<file path="config.mk">
export PLATFORM = sky130hd
export DESIGN_NAME = des_core
export DESIGN_NICKNAME = d
export VERILOG_FILES = /design/src/des_pkg.sv /design/src/des_sbox.sv /design/src/des_round_f.sv /design/src/des_key_schedule.sv /design/src/des_round_engine.sv /design/src/des_output_perm.sv /design/src/des_core.sv
export VERILOG_INCLUDE_DIRS = /design/src
export SDC_FILE = /design/constraint.sdc
export NUM_CORES = 2
export LEC_CHECK = 0
export BUFFER_PORTS_ARGS = -buffer_cell sky130_fd_sc_hd__buf_2
export CORE_MARGIN = 1
export CORE_UTILIZATION = 35
export CTS_CLUSTER_DIAMETER = 150
export DETAILED_ROUTE_END_ITERATION = 12
export PLACE_DENSITY_LB_ADDON = 0.05
export SLEW_MARGIN = 20
export SYNTH_ARGS = -nofsm -noshare
export SYNTH_HDL_FRONTEND = slang
export SYNTH_SLANG_ARGS = --single-unit
</file>
<file path="constraint.sdc">
create_clock -name ck -period 12.1 [get_ports ck]
set_input_delay 3.63 -clock ck [delete_from_list [all_inputs] [get_ports ck]]
set_output_delay 3.63 -clock ck [all_outputs]
set_load 0.005 [all_outputs]
</file>
<file path="src/des_defs.svh">
`ifndef DES_DEFS_SVH
`define DES_DEFS_SVH

`define DES_BLOCK_W     64   // plaintext, ciphertext and key
`define DES_HALF_W      32   // L and R halves
`define DES_CD_W        56   // C and D key registers after PC1
`define DES_SUBKEY_W    48   // round subkey, also the expanded half
`define DES_SBOX_IN_W   6
`define DES_SBOX_OUT_W  4
`define DES_ROUNDS      16

// clock edges from the datin edge to the e update
`define DES_LATENCY     6

`endif

</file>
<file path="src/des_pkg.sv">
`include "des_defs.svh"

package des_pkg;

    typedef logic [`DES_BLOCK_W-1:0]    des_block_t;
    typedef logic [`DES_HALF_W-1:0]     des_half_t;
    typedef logic [`DES_CD_W-1:0]       des_cd_t;
    typedef logic [`DES_SUBKEY_W-1:0]   des_subkey_t;
    typedef logic [`DES_SBOX_IN_W-1:0]  des_sbox_in_t;
    typedef logic [`DES_SBOX_OUT_W-1:0] des_sbox_out_t;

    // each value names the last round finished
    typedef enum logic [2:0] {
        st_idle,
        st_r2,     // IP and rounds 1-2 done
        st_r5,
        st_r8,
        st_r11,
        st_r14     // last cycle does rounds 15-16
    } des_state_t;

endpackage

</file>
<file path="src/des_sbox.sv">
`timescale 1ns/10ps
`include "des_defs.svh"

module des_sbox
    import des_pkg::*;
#(
    parameter int SBOX_NUM = 1
) (
    input  des_sbox_in_t  sin,
    output des_sbox_out_t sout
);

    // four rows of sixteen nibbles, column 0 in the top nibble of each row
    function automatic logic [255:0] sbox_table(input int num);
        case (num)
            1: return {64'hE4D12FB83A6C5907, 64'h0F74E2D1A6CB9538,
                       64'h41E8D62BFC973A50, 64'hFC8249175B3EA06D};
            2: return {64'hF18E6B34972DC05A, 64'h3D47F28EC01A69B5,
                       64'h0E7BA4D158C6932F, 64'hD8A13F42B67C05E9};
            3: return {64'hA09E63F51DC7B428, 64'hD709346A285ECBF1,
                       64'hD6498F30B12C5AE7, 64'h1AD069874FE3B52C};
            4: return {64'h7DE3069A1285BC4F, 64'hD8B56F03472C1AE9,
                       64'hA690CB7DF13E5284, 64'h3F06A1D8945BC72E};
            5: return {64'h2C417AB6853FD0E9, 64'hEB2C47D150FA3986,
                       64'h421BAD78F9C5630E, 64'hB8C71E2D6F09A453};
            6: return {64'hC1AF92680D34E75B, 64'hAF427C9561DE0B38,
                       64'h9EF528C3704A1DB6, 64'h432C95FABE17608D};
            7: return {64'h4B2EF08D3C975A61, 64'hD0B7491AE35C2F86,
                       64'h14BDC37EAF680592, 64'h6BD814A7950FE23C};
            8: return {64'hD2846FB1A93E50C7, 64'h1FD8A374C56B0E92,
                       64'h7B419CE206ADF358, 64'h21E74A8DFC90356B};
            default: return '0;
        endcase
    endfunction

    localparam logic [255:0] SBOX_ROWS = sbox_table(SBOX_NUM);

    logic [`DES_SBOX_IN_W-1:0] lut_idx;

    // outer bits pick the row, inner four the column
    assign lut_idx = {sin[`DES_SBOX_IN_W-1], sin[0], sin[`DES_SBOX_IN_W-2:1]};
    assign sout    = SBOX_ROWS[(63 - lut_idx) * `DES_SBOX_OUT_W +: `DES_SBOX_OUT_W];

endmodule

</file>
<file path="src/des_round_f.sv">
`timescale 1ns/10ps
`include "des_defs.svh"

module des_round_f
    import des_pkg::*;
(
    input  des_block_t  din,
    input  des_subkey_t subkey,
    output des_block_t  dout
);

    localparam int E_TBL [`DES_SUBKEY_W] = '{
        32,  1,  2,  3,  4,  5,
         4,  5,  6,  7,  8,  9,
         8,  9, 10, 11, 12, 13,
        12, 13, 14, 15, 16, 17,
        16, 17, 18, 19, 20, 21,
        20, 21, 22, 23, 24, 25,
        24, 25, 26, 27, 28, 29,
        28, 29, 30, 31, 32,  1
    };

    localparam int P_TBL [`DES_HALF_W] = '{
        16,  7, 20, 21, 29, 12, 28, 17,
         1, 15, 23, 26,  5, 18, 31, 10,
         2,  8, 24, 14, 32, 27,  3,  9,
        19, 13, 30,  6, 22, 11,  4, 25
    };

    des_half_t   l_half;
    des_half_t   r_half;
    des_subkey_t mixed;
    des_half_t   s_out;
    des_half_t   p_out;

    function automatic des_subkey_t expand(input des_half_t x);
        des_subkey_t r;
        for (int i = 0; i < `DES_SUBKEY_W; i++) begin
            r[`DES_SUBKEY_W-1-i] = x[`DES_HALF_W - E_TBL[i]];
        end
        return r;
    endfunction

    function automatic des_half_t p_perm(input des_half_t x);
        des_half_t r;
        for (int i = 0; i < `DES_HALF_W; i++) begin
            r[`DES_HALF_W-1-i] = x[`DES_HALF_W - P_TBL[i]];
        end
        return r;
    endfunction

    assign l_half = din[`DES_BLOCK_W-1:`DES_HALF_W];
    assign r_half = din[`DES_HALF_W-1:0];
    assign mixed  = expand(r_half) ^ subkey;

    // S1 takes the top six bits
    for (genvar g = 0; g < 8; g++) begin : g_sbox
        des_sbox #(
            .SBOX_NUM (g + 1)
        ) u_sbox (
            .sin  (mixed[`DES_SUBKEY_W-1-g*`DES_SBOX_IN_W -: `DES_SBOX_IN_W]),
            .sout (s_out[`DES_HALF_W-1-g*`DES_SBOX_OUT_W -: `DES_SBOX_OUT_W])
        );
    end

    assign p_out = p_perm(s_out);
    assign dout  = {r_half, l_half ^ p_out};   // halves swapped

endmodule

</file>
<file path="src/des_key_schedule.sv">
`timescale 1ns/10ps
`include "des_defs.svh"

module des_key_schedule
    import des_pkg::*;
(
    input  logic        ck,
    input  logic        rst_n,
    input  logic        keyin,
    input  logic        f,           // 1 encrypt, 0 decrypt
    input  des_block_t  k,
    output des_subkey_t subkeys [`DES_ROUNDS]
);

    localparam int CD_HALF_W = `DES_CD_W / 2;

    localparam int PC1_TBL [`DES_CD_W] = '{
        57, 49, 41, 33, 25, 17,  9,
         1, 58, 50, 42, 34, 26, 18,
        10,  2, 59, 51, 43, 35, 27,
        19, 11,  3, 60, 52, 44, 36,
        63, 55, 47, 39, 31, 23, 15,
         7, 62, 54, 46, 38, 30, 22,
        14,  6, 61, 53, 45, 37, 29,
        21, 13,  5, 28, 20, 12,  4
    };

    localparam int PC2_TBL [`DES_SUBKEY_W] = '{
        14, 17, 11, 24,  1,  5,
         3, 28, 15,  6, 21, 10,
        23, 19, 12,  4, 26,  8,
        16,  7, 27, 20, 13,  2,
        41, 52, 31, 37, 47, 55,
        30, 40, 51, 45, 33, 48,
        44, 49, 39, 56, 34, 53,
        46, 42, 50, 36, 29, 32
    };

    localparam int SHIFT_TBL [`DES_ROUNDS] = '{1, 1, 2, 2, 2, 2, 2, 2, 1, 2, 2, 2, 2, 2, 2, 1};

    des_subkey_t round_key [`DES_ROUNDS];   // ascending round order

    function automatic des_cd_t pc1(input des_block_t key);
        des_cd_t r;
        for (int i = 0; i < `DES_CD_W; i++) begin
            r[`DES_CD_W-1-i] = key[`DES_BLOCK_W - PC1_TBL[i]];
        end
        return r;
    endfunction

    function automatic des_subkey_t pc2(input des_cd_t cd);
        des_subkey_t r;
        for (int i = 0; i < `DES_SUBKEY_W; i++) begin
            r[`DES_SUBKEY_W-1-i] = cd[`DES_CD_W - PC2_TBL[i]];
        end
        return r;
    endfunction

    function automatic logic [CD_HALF_W-1:0] rotl(input logic [CD_HALF_W-1:0] x,
                                                  input int n);
        if (n == 1) begin
            return {x[CD_HALF_W-2:0], x[CD_HALF_W-1]};
        end
        return {x[CD_HALF_W-3:0], x[CD_HALF_W-1 -: 2]};
    endfunction

    // walk C and D through all sixteen shifts in one cycle
    always_comb begin
        des_cd_t cd;
        cd = pc1(k);
        for (int r = 0; r < `DES_ROUNDS; r++) begin
            cd = {rotl(cd[`DES_CD_W-1:CD_HALF_W], SHIFT_TBL[r]),
                  rotl(cd[CD_HALF_W-1:0], SHIFT_TBL[r])};
            round_key[r] = pc2(cd);
        end
    end

    always_ff @(posedge ck) begin
        if (!rst_n) begin
            for (int r = 0; r < `DES_ROUNDS; r++) begin
                subkeys[r] <= '0;
            end
        end else if (keyin) begin
            for (int r = 0; r < `DES_ROUNDS; r++) begin
                subkeys[r] <= f ? round_key[r] : round_key[`DES_ROUNDS-1-r];
            end
        end
    end

endmodule

</file>
<file path="src/des_round_engine.sv">
`timescale 1ns/10ps
`include "des_defs.svh"

module des_round_engine
    import des_pkg::*;
(
    input  logic        ck,
    input  logic        rst_n,
    input  logic        datin,
    input  des_block_t  p,
    input  des_subkey_t subkeys [`DES_ROUNDS],
    output des_block_t  round_out,
    output logic        block_done
);

    localparam int IP_TBL [`DES_BLOCK_W] = '{
        58, 50, 42, 34, 26, 18, 10,  2,
        60, 52, 44, 36, 28, 20, 12,  4,
        62, 54, 46, 38, 30, 22, 14,  6,
        64, 56, 48, 40, 32, 24, 16,  8,
        57, 49, 41, 33, 25, 17,  9,  1,
        59, 51, 43, 35, 27, 19, 11,  3,
        61, 53, 45, 37, 29, 21, 13,  5,
        63, 55, 47, 39, 31, 23, 15,  7
    };

    des_state_t state;
    des_block_t round_q;
    des_block_t rnd_in;
    des_block_t rnd_a;
    des_block_t rnd_b;
    des_block_t rnd_c;
    logic [3:0] key_base;

    function automatic des_block_t init_perm(input des_block_t blk);
        des_block_t r;
        for (int i = 0; i < `DES_BLOCK_W; i++) begin
            r[`DES_BLOCK_W-1-i] = blk[`DES_BLOCK_W - IP_TBL[i]];
        end
        return r;
    endfunction

    assign rnd_in = (state == st_idle) ? init_perm(p) : round_q;

    always_comb begin
        case (state)
            st_r2:   key_base = 4'd2;
            st_r5:   key_base = 4'd5;
            st_r8:   key_base = 4'd8;
            st_r11:  key_base = 4'd11;
            st_r14:  key_base = 4'd14;
            default: key_base = 4'd0;
        endcase
    end

    des_round_f u_rnd0 (
        .din    (rnd_in),
        .subkey (subkeys[key_base]),
        .dout   (rnd_a)
    );

    des_round_f u_rnd1 (
        .din    (rnd_a),
        .subkey (subkeys[key_base + 4'd1]),
        .dout   (rnd_b)
    );

    // key index wraps in st_r14, third round result unused there
    des_round_f u_rnd2 (
        .din    (rnd_b),
        .subkey (subkeys[key_base + 4'd2]),
        .dout   (rnd_c)
    );

    always_ff @(posedge ck) begin
        if (!rst_n) begin
            state <= st_idle;
        end else begin
            case (state)
                st_idle: begin
                    if (datin) begin
                        state <= st_r2;
                    end
                end
                st_r2:   state <= st_r5;
                st_r5:   state <= st_r8;
                st_r8:   state <= st_r11;
                st_r11:  state <= st_r14;
                default: state <= st_idle;   // rounds 15-16 done
            endcase
        end
    end

    always_ff @(posedge ck) begin
        if (state == st_idle) begin
            if (datin) begin
                round_q <= rnd_b;   // IP and rounds 1-2
            end
        end else begin
            round_q <= rnd_c;
        end
    end

    assign round_out  = rnd_b;
    assign block_done = (state == st_r14);

endmodule

</file>
<file path="src/des_output_perm.sv">
`timescale 1ns/10ps
`include "des_defs.svh"

module des_output_perm
    import des_pkg::*;
(
    input  logic       ck,
    input  logic       rst_n,
    input  logic       block_done,
    input  des_block_t round_out,
    output des_block_t e
);

    localparam int FP_TBL [`DES_BLOCK_W] = '{
        40,  8, 48, 16, 56, 24, 64, 32,
        39,  7, 47, 15, 55, 23, 63, 31,
        38,  6, 46, 14, 54, 22, 62, 30,
        37,  5, 45, 13, 53, 21, 61, 29,
        36,  4, 44, 12, 52, 20, 60, 28,
        35,  3, 43, 11, 51, 19, 59, 27,
        34,  2, 42, 10, 50, 18, 58, 26,
        33,  1, 41,  9, 49, 17, 57, 25
    };

    des_block_t preout;
    des_block_t fp_blk;

    // R16 L16
    assign preout = {round_out[`DES_HALF_W-1:0], round_out[`DES_BLOCK_W-1:`DES_HALF_W]};

    always_comb begin
        for (int i = 0; i < `DES_BLOCK_W; i++) begin
            fp_blk[`DES_BLOCK_W-1-i] = preout[`DES_BLOCK_W - FP_TBL[i]];
        end
    end

    always_ff @(posedge ck) begin
        if (!rst_n) begin
            e <= '0;
        end else if (block_done) begin
            e <= fp_blk;   // held until the next block
        end
    end

endmodule

</file>
<file path="src/des_core.sv">
`timescale 1ns/10ps
`include "des_defs.svh"

module des_core
    import des_pkg::*;
(
    input  logic       ck,
    input  logic       rst_n,
    input  logic       keyin,
    input  logic       f,
    input  logic       datin,
    input  des_block_t k,
    input  des_block_t p,
    output des_block_t e
);

    des_subkey_t subkeys [`DES_ROUNDS];   // entry 0 used first
    des_block_t  round_out;
    logic        block_done;

    des_key_schedule u_key (
        .ck      (ck),
        .rst_n   (rst_n),
        .keyin   (keyin),
        .f       (f),
        .k       (k),
        .subkeys (subkeys)
    );

    des_round_engine u_eng (
        .ck         (ck),
        .rst_n      (rst_n),
        .datin      (datin),
        .p          (p),
        .subkeys    (subkeys),
        .round_out  (round_out),
        .block_done (block_done)
    );

    des_output_perm u_out (
        .ck         (ck),
        .rst_n      (rst_n),
        .block_done (block_done),
        .round_out  (round_out),
        .e          (e)
    );

endmodule

</file>
==> metrics <==
Yosys cell types 147; max cap viols 0; largest net degree at the start of global routing 275; footprint of the multi-input gates 45100 µm²; Area Growth Syn to Fin 10.4%; Die Width 436 µm; startpoint type of the worst setup path input pin; DRC 0; GRT overflow 0; DR WL/cell 34.1 µm; clk slew on worst S/H paths 0.06 ns; Crit path arrival time 11.52 ns; simple-gate portion of the synthesized area 0.107; DRT Wirelength 327000 µm; RSZ-0062 raised after global routing false; Post-CTS Resized 0; Max-slew headroom 0.0998; syn avg cell area 9.24 µm²; post-synthesis adder-cell area fraction 0.0324; Crit Path Class in2reg; Syn Std Cell Area 65900 µm²; Initial DRT Pass Iterations 8; Tmin final 11.04 ns; core area 186000 µm²; Post-synth EDFFs 64; I/O pins 197; Yosys warning count 0; Placer Congestion 0.939; CTS sink cnt 819; Max Buffers Root-to-Sink 3; multiplexer area fraction after synthesis 0.219; post-CTS setup buffer count 0; H-tree Lvls 3; Worst Path Max Fanout 9; leading register cell type out of synthesis dfxtp_1; CTS tree built; most frequent cells in the layout o21ai_0, dfxtp_1, a31oi_1, mux4_2, nand2_1; Hold WC Path Type reg2reg; final clock skew 0.0454 ns; vias in the first global route 57.1k; row cnt 158; sequential-to-total area share from yosys stat 0.259; DR iter-0 viols 8534; commonest non-fill, non-tap cell in the layout o21ai_0; FFs w/ async S/R, synth 0; die area 190000 µm²; Synth Area in XOR/XNOR 0.0581; total via count in the routed design 63.3k; final-report hold violation count 0; NumNets Final 7303; Post-DP HPWL 220000 µm; slowest stage cell on the critical path a2111oi_0; initial antenna violation count 9; Mapped Nets 7435; CP dominant cell by count buf_4; CP endpoint kind flip-flop; hold_buf cts 0; compound-cell area share of the yosys netlist 0.266; Fillers 18.7k; Cells after Synth 7132; sequential cell area 17000 µm²; Setup TNS Final 0 ns; status finished clean; largest family of logic cells by synthesized area compound AO/OA/AOI/OAI gates; GR Util All Layers 0.332; fin crit share 0.912; share of layout cells above drive strength 1 0.202; Worst Tran Pin Value 1.34 ns; Seq cells post-synth 819; setup violators final 0; CTS root buffer clkbuf_16; IO Port Bufs 188; Vias/cell 6.61; WP data required 12.59 ns; Clock Latency Late Sink 0.78 ns; first-pass GRT wire length 455000 µm; CTS buffer count 103; crit-path max cell delay 0.56 ns; Peak Freq 0.0906 GHz; Die H 436 µm; Initial Utilization 0.354; Routed Antenna Nets 0; final slew viol count 0
-- sequential cells by signal, summed over array words and instances (netlist names) --
register / flops
u_eng.round_q: 64
u_eng.state: 3
u_key.subkeys: 688
u_out.e: 64
-- path summary, 6_finish.rpt --
kind	startpoint	to	slack, ns	cells past startpoint
worst min register to register	u_out.e[22]$_SDFFE_PN0P_	u_out.e[22]$_SDFFE_PN0P_	0.46	2
worst max-delay path	p[59]	u_eng.round_q[21]$_DFFE_PP_	1.06	31
worst max register to register	u_eng.state[1]$_SDFFE_PN0P_	u_eng.round_q[24]$_DFFE_PP_	2.05	29
worst min-delay path	u_out.e[22]$_SDFFE_PN0P_	u_out.e[22]$_SDFFE_PN0P_	0.46	2
-- final cells by class --
| cell class | count | area share |
|---|---|---|
| well taps | 2480 | 0.0427 |
| repair buffers | 498 | 0.0479 |
| clock inverters | 31 | 0.00468 |
| diodes | 3 | 0.000103 |
| clock buffers | 159 | 0.0426 |
| multi-input cells | 5442 | 0.621 |
| inverters | 136 | 0.00712 |
| flip-flops and latches | 819 | 0.234 |
-- Yosys cell counts, types with 24 or more instances --
| cell type | count | area [µm²] |
|---|---|---|
| a21o_1 | 30 | 225 |
| nor2b_1 | 33 | 206 |
| and3_1 | 30 | 188 |
| mux2i_1 | 317 | 3170 |
| xor2_1 | 80 | 701 |
| o211a_1 | 39 | 390 |
| nand2b_1 | 124 | 776 |
| a221oi_1 | 37 | 324 |
| nand4_1 | 36 | 225 |
| a211oi_1 | 85 | 638 |
| mux2_2 | 81 | 912 |
| xnor2_2 | 33 | 537 |
| a21oi_1 | 184 | 921 |
| a31oi_1 | 731 | 4570 |
| inv_1 | 110 | 413 |
| nor2_1 | 275 | 1030 |
| o2111ai_1 | 24 | 210 |
| buf_6 | 33 | 372 |
| a22oi_1 | 30 | 225 |
| nand2_1 | 393 | 1480 |
| a2111oi_0 | 24 | 210 |
| buf_4 | 54 | 405 |
| o221ai_1 | 34 | 298 |
| nor4_1 | 30 | 188 |
| o211ai_1 | 108 | 811 |
| clkbuf_1 | 492 | 1850 |
| o21ai_1 | 38 | 190 |
| o21a_1 | 31 | 233 |
| xnor2_1 | 174 | 1520 |
| o31ai_1 | 27 | 203 |
| or3_1 | 35 | 219 |
| o22ai_1 | 35 | 219 |
| mux4_2 | 449 | 10100 |
| and2_1 | 64 | 400 |
| o21ai_0 | 876 | 4380 |
| buf_2 | 144 | 721 |
| dfxtp_1 | 755 | 15100 |
| nor3_1 | 96 | 480 |
| nand3_1 | 143 | 716 |
| edfxtp_1 | 64 | 1920 |
| ha_1 | 170 | 2130 |
| a211o_1 | 30 | 263 |
-- kinds of logic after synthesis --
kind of cell / count (synthesis)
xor gates and xnor gates: 336
DFF: 819
buffers and inverters: 871
muxes: 863
AOI/OAI and AO/OA: 2677
and+or+nand+nor: 1395
adders and majority gates: 171
-- worst max-delay path: cells and delay by family --
kind                     cells  cell delay (ns)
AND/OR/NAND/NOR              3             0.73
XOR/XNOR                     4             1.12
AO/OA/AOI/OAI                9             2.19
adder cells (fa/ha/maj)      3             1.26
multiplexers                 4             0.87
buffers and inverters        8             1.62
-- metal layers --
layer,wire length (µm),part of all wire,global-route usage,vias up
li1,-,-,-,27600
met4,13000,0.040,0.125,6
met2,134000,0.41,0.469,3343
met1,145000,0.44,0.482,31900
met5,37,0.00011,0,-
met3,34400,0.11,0.0803,466
-- stage by stage --
stage,worst slack (ns),instances,hold slack (ns),cell area [µm²],utilization
2_1_floorplan,1.10,7132,0.460,65900,-
3_3_place_gp,0.194,9374,0.451,69200,0.372
3_5_place_dp,0.349,9375,0.458,69300,0.372
4_1_cts,1.19,9565,0.466,72700,0.390
5_1_grt,0.703,9565,0.497,72700,0.391
6_report,1.06,9568,0.463,72700,0.391
Power is not shown: default switching activity piles up to over one toggle a cycle in this logic, so the estimate is an artifact.
